[src/hw/uart_pkg.sv]
package uart_pkg;

  // One data byte on the line or at the host side.
  typedef logic [7:0] uart_byte_t;

  // Bit-time counter wide enough for any clock to baud ratio.
  typedef logic [31:0] bit_count_t;

  // Position within a frame from start (0) to stop (9).
  typedef logic [3:0] bit_index_t;

  // Frame layout of 8N1.
  localparam bit_index_t DATA_BITS  = 4'd8; // Data bits per frame.
  localparam bit_index_t STOP_INDEX = 4'd9; // Stop bit position.

  // Received byte with its one-cycle valid strobe.
  typedef struct packed {
    uart_byte_t data;
    logic       valid;
  } uart_rx_word_t;

  // Receiver states.
  typedef enum logic [1:0] {
    rx_hunt       = 2'd0, // Waiting for a start bit.
    rx_start_half = 2'd1, // Moving to the middle of the start bit.
    rx_data       = 2'd2  // Sampling data, then waiting out stop.
  } rx_state_e;

  // Transmitter states.
  typedef enum logic {
    tx_wait = 1'b0, // Line idle high.
    tx_send = 1'b1  // Frame on the line.
  } tx_state_e;

endpackage

[src/hw/uart_rx.sv]
`timescale 1ns/1ps

module uart_rx #(
  parameter int CLOCK_RATE = 40000000,
  parameter int BAUD       = 115200
) (
  input  logic                    clk,
  input  logic                    reset,
  input  logic                    serial_i,
  output uart_pkg::uart_rx_word_t rx_word_o
);

  // Bit time in clock cycles and half of it for the start bit.
  localparam uart_pkg::bit_count_t BIT_TIME = uart_pkg::bit_count_t'(CLOCK_RATE / BAUD);
  localparam uart_pkg::bit_count_t HALF_BIT = BIT_TIME / 2;

  logic                 sync_meta_q;
  logic                 sync_line_q;
  uart_pkg::rx_state_e  state_q;
  uart_pkg::bit_count_t count_q;
  uart_pkg::bit_index_t index_q;
  uart_pkg::uart_byte_t shift_q;
  uart_pkg::uart_byte_t data_q;
  logic                 valid_q;
  logic                 count_done;
  logic                 sample_now;
  logic                 last_bit;

  assign count_done = (count_q == '0);
  assign last_bit   = (index_q == uart_pkg::DATA_BITS - 4'd1);

  // Middle of a data bit.
  assign sample_now = (state_q == uart_pkg::rx_data) && count_done &&
                      (index_q < uart_pkg::DATA_BITS);

  // Two-stage synchronizer that idles high like the line.
  always_ff @(posedge clk) begin
    if (reset) begin
      sync_meta_q <= 1'b1;
      sync_line_q <= 1'b1;
    end else begin
      sync_meta_q <= serial_i;
      sync_line_q <= sync_meta_q;
    end
  end

  always_ff @(posedge clk) begin
    if (reset) begin
      state_q <= uart_pkg::rx_hunt;
      count_q <= '0;
      index_q <= '0;
      valid_q <= 1'b0;
    end else begin
      valid_q <= 1'b0; // Single-cycle strobe.
      case (state_q)
        uart_pkg::rx_hunt: begin
          if (!sync_line_q) begin // Start bit edge.
            count_q <= HALF_BIT - 1;
            index_q <= '0;
            state_q <= uart_pkg::rx_start_half;
          end
        end

        uart_pkg::rx_start_half: begin
          if (!count_done) begin
            count_q <= count_q - 1;
          end else begin
            count_q <= BIT_TIME - 1; // Now mid start bit.
            state_q <= uart_pkg::rx_data;
          end
        end

        uart_pkg::rx_data: begin
          if (!count_done) begin
            count_q <= count_q - 1;
          end else if (sample_now) begin
            count_q <= BIT_TIME - 1;
            index_q <= index_q + 4'd1;
            if (last_bit) begin
              valid_q <= 1'b1;
            end
          end else begin
            // Back to hunt at mid stop bit.
            state_q <= uart_pkg::rx_hunt;
          end
        end

        default: begin
          state_q <= uart_pkg::rx_hunt;
        end
      endcase
    end
  end

  // Data arrives LSB first, so shift in from the top.
  always_ff @(posedge clk) begin
    if (sample_now) begin
      shift_q <= {sync_line_q, shift_q[7:1]};
      if (last_bit) begin
        data_q <= {sync_line_q, shift_q[7:1]}; // Held until next byte.
      end
    end
  end

  assign rx_word_o.data  = data_q;
  assign rx_word_o.valid = valid_q;

endmodule

[src/hw/uart_tx.sv]
`timescale 1ns/1ps

module uart_tx #(
  parameter int CLOCK_RATE = 40000000,
  parameter int BAUD       = 115200
) (
  input  logic                 clk,
  input  logic                 reset,
  input  uart_pkg::uart_byte_t tx_data_i,
  input  logic                 tx_strobe_i,
  output logic                 serial_o,
  output logic                 tx_busy_o
);

  localparam uart_pkg::bit_count_t BIT_TIME = uart_pkg::bit_count_t'(CLOCK_RATE / BAUD);

  uart_pkg::tx_state_e  state_q;
  uart_pkg::bit_count_t count_q;
  uart_pkg::bit_index_t index_q;
  uart_pkg::uart_byte_t data_q;
  logic                 serial_q;
  logic                 accept;
  logic                 bit_end;

  // Line level for a given frame position.
  function automatic logic frame_level(uart_pkg::bit_index_t index,
                                       uart_pkg::uart_byte_t data);
    logic level;
    level = 1'b1; // Stop bit and idle.
    if (index == '0) begin
      level = 1'b0; // Start bit.
    end else if (index <= uart_pkg::DATA_BITS) begin
      level = data[3'(index - 4'd1)];
    end
    return level;
  endfunction

  // Strobes seen during a frame are dropped.
  assign accept  = (state_q == uart_pkg::tx_wait) && tx_strobe_i;
  assign bit_end = (count_q >= BIT_TIME - 1);

  assign serial_o  = serial_q;
  assign tx_busy_o = tx_strobe_i | (state_q == uart_pkg::tx_send);

  always_ff @(posedge clk) begin
    if (reset) begin
      state_q  <= uart_pkg::tx_wait;
      count_q  <= '0;
      index_q  <= '0;
      serial_q <= 1'b1;
    end else begin
      case (state_q)
        uart_pkg::tx_wait: begin
          serial_q <= 1'b1;
          if (accept) begin
            count_q <= '0;
            index_q <= '0;
            state_q <= uart_pkg::tx_send;
          end
        end

        uart_pkg::tx_send: begin
          serial_q <= frame_level(index_q, data_q);
          if (!bit_end) begin
            count_q <= count_q + 1;
          end else if (index_q == uart_pkg::STOP_INDEX) begin
            state_q <= uart_pkg::tx_wait; // Frame done.
          end else begin
            count_q <= '0;
            index_q <= index_q + 4'd1;
          end
        end

        default: begin
          state_q <= uart_pkg::tx_wait;
        end
      endcase
    end
  end

  // Byte is held for the whole frame.
  always_ff @(posedge clk) begin
    if (accept) begin
      data_q <= tx_data_i;
    end
  end

endmodule

[src/hw/serial_uart.sv]
`timescale 1ns/1ps

module serial_uart #(
  parameter int CLOCK_RATE = 40000000,
  parameter int BAUD       = 115200
) (
  input  logic                 clk,
  input  logic                 reset,

  // Serial line.
  input  logic                 serial_i,
  output logic                 serial_o,

  // Host side, transmit.
  input  uart_pkg::uart_byte_t tx_data_i,
  input  logic                 tx_strobe_i,
  output logic                 tx_busy_o,

  // Host side, receive.
  output uart_pkg::uart_byte_t rx_data_o,
  output logic                 rx_strobe_o
);

  uart_pkg::uart_rx_word_t rx_word;

  uart_rx #(
    .CLOCK_RATE (CLOCK_RATE),
    .BAUD       (BAUD)
  ) rx_i (
    .clk       (clk),
    .reset     (reset),
    .serial_i  (serial_i),
    .rx_word_o (rx_word)
  );

  uart_tx #(
    .CLOCK_RATE (CLOCK_RATE),
    .BAUD       (BAUD)
  ) tx_i (
    .clk         (clk),
    .reset       (reset),
    .tx_data_i   (tx_data_i),
    .tx_strobe_i (tx_strobe_i),
    .serial_o    (serial_o),
    .tx_busy_o   (tx_busy_o)
  );

  assign rx_data_o   = rx_word.data;
  assign rx_strobe_o = rx_word.valid;

endmodule

[config.mk]
export PLATFORM = sky130hd
export DESIGN_NAME = serial_uart
export DESIGN_NICKNAME = d
export VERILOG_FILES = /design/src/hw/uart_pkg.sv /design/src/hw/uart_rx.sv /design/src/hw/uart_tx.sv /design/src/hw/serial_uart.sv
export SDC_FILE = /design/constraint.sdc
export NUM_CORES = 1
export LEC_CHECK = 0
export ABC_AREA = 0
export BUFFER_PORTS_ARGS = -buffer_cell sky130_fd_sc_hd__buf_2
export CAP_MARGIN = 20
export CORE_ASPECT_RATIO = 2
export CORE_MARGIN = 10
export CORE_UTILIZATION = 25
export CTS_BUF_LIST = sky130_fd_sc_hd__clkbuf_16
export CTS_CLUSTER_DIAMETER = 80
export DETAILED_ROUTE_END_ITERATION = 16
export HOLD_SLACK_MARGIN = 0.05
export SYNTH_ARGS = -nofsm -noshare
export SYNTH_HDL_FRONTEND = slang
export SYNTH_SLANG_ARGS = --single-unit
export TNS_END_PERCENT = 50
[constraint.sdc]
create_clock -name clk -period 7.1 [get_ports clk]
set_input_delay 1.065 -clock clk [delete_from_list [all_inputs] [get_ports clk]]
set_output_delay 1.065 -clock clk [all_outputs]
set_load 0.05 [all_outputs]
# Yosys cells after proc, flatten, opt, wreduce, memory -nomap -nowiden
# Index checks and enable logic that the tools add are counted.
dict set report classes {
  addsub 5
  mul 0
  div_mod_pow 0
  n_lt_le_gt_ge 4
  n_eq_ne 14
  n_shift 0
  n_mux 32
  bitwise 5
  reduce_logical 15
}
# operator n
set ops {}
lappend ops {{32-bit 2-to-1 mux} 7}
lappend ops {{32-bit one-hot mux with 3 select lines} 1}
lappend ops {{32-bit one-hot mux with 2 select lines} 1}
lappend ops {{32-bit by 1-bit adder with 32-bit output (second input constant)} 1}
lappend ops {{32-bit by 9-bit >= comparator with 1-bit output (second input constant)} 1}
lappend ops {{32-bit logical NOT} 1}
lappend ops {{32-bit by 1-bit subtractor with 32-bit output (second input constant)} 1}
lappend ops {{4-bit 2-to-1 mux} 6}
lappend ops {{4-bit one-hot mux with 2 select lines} 2}
lappend ops {{4-bit by 1-bit adder with 4-bit output (second input constant)} 2}
lappend ops {{2-bit 2-to-1 mux} 4}
lappend ops {{2-bit by 1-bit inequality test with 1-bit output (second input constant)} 4}
lappend ops {{2-bit inequality test (second input constant)} 4}
lappend ops {{4-bit AND reduction} 2}
lappend ops {{1-bit 2-to-1 mux} 7}
lappend ops {{3-bit inequality test (second input constant)} 2}
lappend ops {{2-bit one-hot mux with 3 select lines} 1}
lappend ops {{3-bit AND reduction} 2}
lappend ops {{4-bit by 3-bit == test with 1-bit output (second input constant)} 1}
lappend ops {{4-bit == test (second input constant)} 1}
lappend ops {{4-bit less-or-equal comparator (second input constant)} 1}
lappend ops {{4-bit logical NOT} 1}
lappend ops {{3-bit by 4-bit < comparator with 1-bit output (second input constant)} 1}
lappend ops {{4-bit < comparator (second input constant)} 1}
lappend ops {{other kinds (13)} 20}
dict set report word_totals {
  reg_bits 103
  latchBits 0
  ram_bits 0
  rom_bits 0
  in_bits 12
  output_inout_bits 11
  mem_count 0
}

# Depth between registers and ports, before layout
dict set report logic_depth {
  ltp_word 6
  mapped_depth 10
}

# Modules after synthesis
# A second synthesis with hierarchy kept.
dict set report hier_totals {
  cells_unflattened 527
  area_unflattened_um2 5108.6
}
# mod instances cells_each area_per_inst_um2
set modules_own_cells {}
lappend modules_own_cells {uart_rx 1 306 2942.8}
lappend modules_own_cells {uart_tx 1 221 2165.8}

# Least setup slack after synthesis
# Ideal clock, no wire load.
dict set report synth_path {
  path_kind {register -> register}
  start {register rx_i.count_q[18]}
  end {register rx_i.data_q[0] (enable)}
  arrival_ns 2.995
  required_time_ns 6.765
  path_slack_ns 3.770
  stages_incl_launch_ff 6
  path_buffers 1
  synth_period_minus_slack_ns 3.330
  cell_sequence {dfxtp_1 > or4_4 > or4_4 > buf_6 > nor4b_1 > and3_1}
}
dict set report synth_via {
  elab_chain_cells 4
}
# element line
set synth_rtl {}
lappend synth_rtl {{start: declaration} uart_rx.sv:20} ;# uart_pkg::bit_count_t count_q;
lappend synth_rtl {{start signal: assignment} uart_rx.sv:58} ;# count_q <= HALF_BIT - 1;
lappend synth_rtl {{start signal: assignment} uart_rx.sv:66} ;# count_q <= count_q - 1;
lappend synth_rtl {{start signal: assignment} uart_rx.sv:68} ;# count_q <= BIT_TIME - 1;
lappend synth_rtl {{32-bit logical NOT} uart_rx.sv:29} ;# assign count_done = (count_q == '0);
lappend synth_rtl {{1-bit logical AND (2 in series)} uart_rx.sv:33} ;# assign sample_now = (state_q == uart_pkg::rx_data) && count_done &&
lappend synth_rtl {{via rx_i.sample_now} uart_rx.sv:26} ;# logic sample_now;
lappend synth_rtl {{2-bit AND reduction (no source line)} n/a}
lappend synth_rtl {{end signal: assignment} uart_rx.sv:100} ;# data_q <= {sync_line_q, shift_q[7:1]};
lappend synth_rtl {{end: declaration} uart_rx.sv:23} ;# uart_pkg::uart_byte_t data_q;
# The timed path passes the listed nets, and every way through them passes these cells.
# A chain may end at the register's enable or synchronous reset.

# Worst setup path after layout
dict set report layout_path {
  start {register rx_i.count_q[2]}
  end {register rx_i.data_q[3] (enable)}
}
# Same word-level chain as after synthesis.

==> impl_metrics.json <==
{
  "die_y_um": 213,
  "fp-row-count": 70,
  "yosys_warnings": 0,
  "clk_latency_ps": 360,
  "cp_top_family": "simple AND/OR/NAND/NOR gates",
  "htreeDepth": 3,
  "antenna_found_initial": 0,
  "fmax_ghz": 0.315,
  "mostFrequentLayoutCell": "dfxtp_1",
  "synth-simple-area-share_pct": 24.9,
  "viasPerCell": 4.98,
  "synth-edff-count": 23,
  "path_class": "register to register",
  "portBuffers": 22,
  "fin_skew_ps": 8.95,
  "synthDistinctLibCells": 63,
  "synth-seq-area-share_pct": 49.0,
  "cts_made_buffers": 9,
  "hold_depth": 1,
  "diodes": 0,
  "fin_setup_tns_ps": 0,
  "syn-instance-count": 475,
  "max_stage_delay_ps": 900,
  "first_pass_iters": 4,
  "status": "complete, no violations",
  "grt_max_degree": 30,
  "path_clk_slew_ps": 70,
  "initial_core_util_pct": 25.3,
  "period_share_pct": 44.6,
  "critical_path.cell_chain": "nor3_1 -> nand3b_1 -> nor4b_2 -> and3_1",
  "synthArstFlopShare_pct": 0,
  "areaGrowthSynthToFinish_pct": 12.5,
  "synth-compound-area-share_pct": 14.2,
  "ctsLongestPathBuffers": 2,
  "drc_errors": 0,
  "layout.nets": 516,
  "crit_required_ps": 7120,
  "worst-path-stages": 4,
  "layout_common_cells": "dfxtp_1 (79), nor2_1 (66), a21oi_1 (27)",
  "finalPower_mw": 2.23,
  "final_antenna_net_count": 0,
  "coreArea_um2": 18300,
  "place.gp.congestion": 0.774,
  "grt_pass1_wl_um": 16400,
  "hold_viol": 0,
  "max_slew.worst_pin.slew_ps": 922,
  "endpoint_kind": "register",
  "synth-xor-area-share_pct": 3.40,
  "ys.flop_type": "dfxtp_1",
  "r2r_cells": 4,
  "avgSynthCellArea_um2": 9.76,
  "hold_path_class": "register to register",
  "p_per_area_nw_per_um2": 427,
  "clock-sinks": 102,
  "grt_setup_unrepaired": "no",
  "synth_fa_ha_area_share_pct": 3.72,
  "fp.dieW_um": 116,
  "synthMuxAreaShare_pct": 1.43,
  "finalSetupViolations": 0,
  "pre_cts_ws_ps": 3930,
  "wl_per_cell_um": 13.5,
  "synth_top_family_by_area": "simple AND/OR/NAND/NOR gates",
  "die_area_um2": 24700,
  "relSlewSlack_pct": 38.4,
  "overflow": 0,
  "startpoint_type": "register",
  "cp_num_buf_inv": 0,
  "setup_slack_ps": 3930,
  "synthesis.area_um2": 4640,
  "drv_slew": 0,
  "cts_setup_buffers": 0,
  "cp_slowest_cell": "nor4b_2",
  "cap_violations": 0,
  "postCtsHoldBufs": 0,
  "track_usage_pct": 8.26,
  "grt_pass1_vias": 3523,
  "synth_seq_cells": 102,
  "wl_um": 9640,
  "irDropWorstVdd_uv": 237,
  "finalCriticalPeriod_ps": 3170,
  "ctsResizeCount": 0,
  "worstPathArrival_ps": 3190,
  "hpwl_um": 6940,
  "worstPathMaxFanout": 9,
  "io_pins": 23,
  "drive_gt1_share_pct": 15.7,
  "leakage_nw": 1.82,
  "cts_tree": "built",
  "via_count": 3546,
  "ctsRootBufferMaster": "clkbuf_16",
  "drt_iter0_markers": 210,
  "synth_nets": 500
}
==> registers in the layout, indices dropped and copies added, names as in the netlist <==
register and count:
rx_i.count_q 32, rx_i.data_q 8, rx_i.index_q 4, rx_i.shift_q 7, rx_i.state_q 2, rx_i.sync_line_q 1
rx_i.sync_meta_q 1, rx_i.valid_q 1, tx_i.count_q 32, tx_i.data_q 8, tx_i.index_q 4, tx_i.serial_o 1
tx_i.state_q 1
==> final timing paths <==
check                                    start                          end  slack, ps
setup / recovery  rx_i.count_q[2]$_SDFFE_PP0P_     rx_i.data_q[3]$_DFFE_PP_       3930
setup reg to reg  rx_i.count_q[2]$_SDFFE_PP0P_     rx_i.data_q[3]$_DFFE_PP_       3930
hold reg to reg    rx_i.sync_meta_q$_SDFF_PP1_  rx_i.sync_line_q$_SDFF_PP1_        420
hold / removal     rx_i.sync_meta_q$_SDFF_PP1_  rx_i.sync_line_q$_SDFF_PP1_        420
==> through the flow <==
stage               cells  hold slack [ps]  instance area, um^2  util [%]
floorplan             475              389                 4640         -
global placement      696              397                 4930      26.9
detailed placement    696              400                 4930      26.9
CTS                   712              415                 5220      28.5
global route          712              439                 5220      28.5
finish                712              418                 5220      28.5
==> report_power, final <==
part	switching [mW]	internal [mW]
combinational	0.601	0.383
clock	0.215	0.271
sequential	0.0783	0.679
total	0.895	1.33
==> Yosys cell counts, types with 4 or more instances <==
cell type  number  area share, %
dfxtp_1        79             34
nor2_1         66            5.3
a21oi_1        27            2.9
nor3_1         24            2.6
edfxtp_1       23             15
nand2_1        23            1.9
xnor2_1        15            2.8
a31oi_1        14            1.9
inv_1          14            1.1
ha_1           13            3.5
nor4_1         11            1.5
o21ai_0        11            1.2
clkbuf_1        9           0.73
nand3_1         9           0.97
or2_2           9            1.2
and4_1          8            1.5
o31ai_1         8            1.3
a41oi_1         7            1.3
nand2b_1        7           0.94
a21oi_2         6            1.1
nand4_1         6           0.81
or3_1           6           0.81
or4_1           5           0.81
or4_2           5           0.94
and2_1          4           0.54
buf_6           4           0.97
nor2b_1         4           0.54
==> cell families after synthesis <==
| logic type | Yosys count |
|---|---|
| flops | 102 |
| buf+inv | 32 |
| simple gates | 209 |
| compound gates | 96 |
| fa+ha+maj | 14 |
| mux | 4 |
| xor+xnor | 18 |
==> cell type report <==
type	count	area [um^2]
multi-input combinational	341	2210
sequential	102	2270
tap	216	270
clock inverter	7	65.1
inverter	14	52.6
clock buffer	9	225
timing repair buffer	23	118
fill	1882	13100
==> layer usage <==
layer	share of wire [%]	up-vias	track usage (%)	routed length, um
met3	2.5	21	2.15	242
li1	-	1780	-	-
met1	40	1706	8.49	3860
met2	55	39	14.6	5250
met5	0	-	0	0
met4	2.9	0	4.64	281
Power figures use the tool's default switching activity.
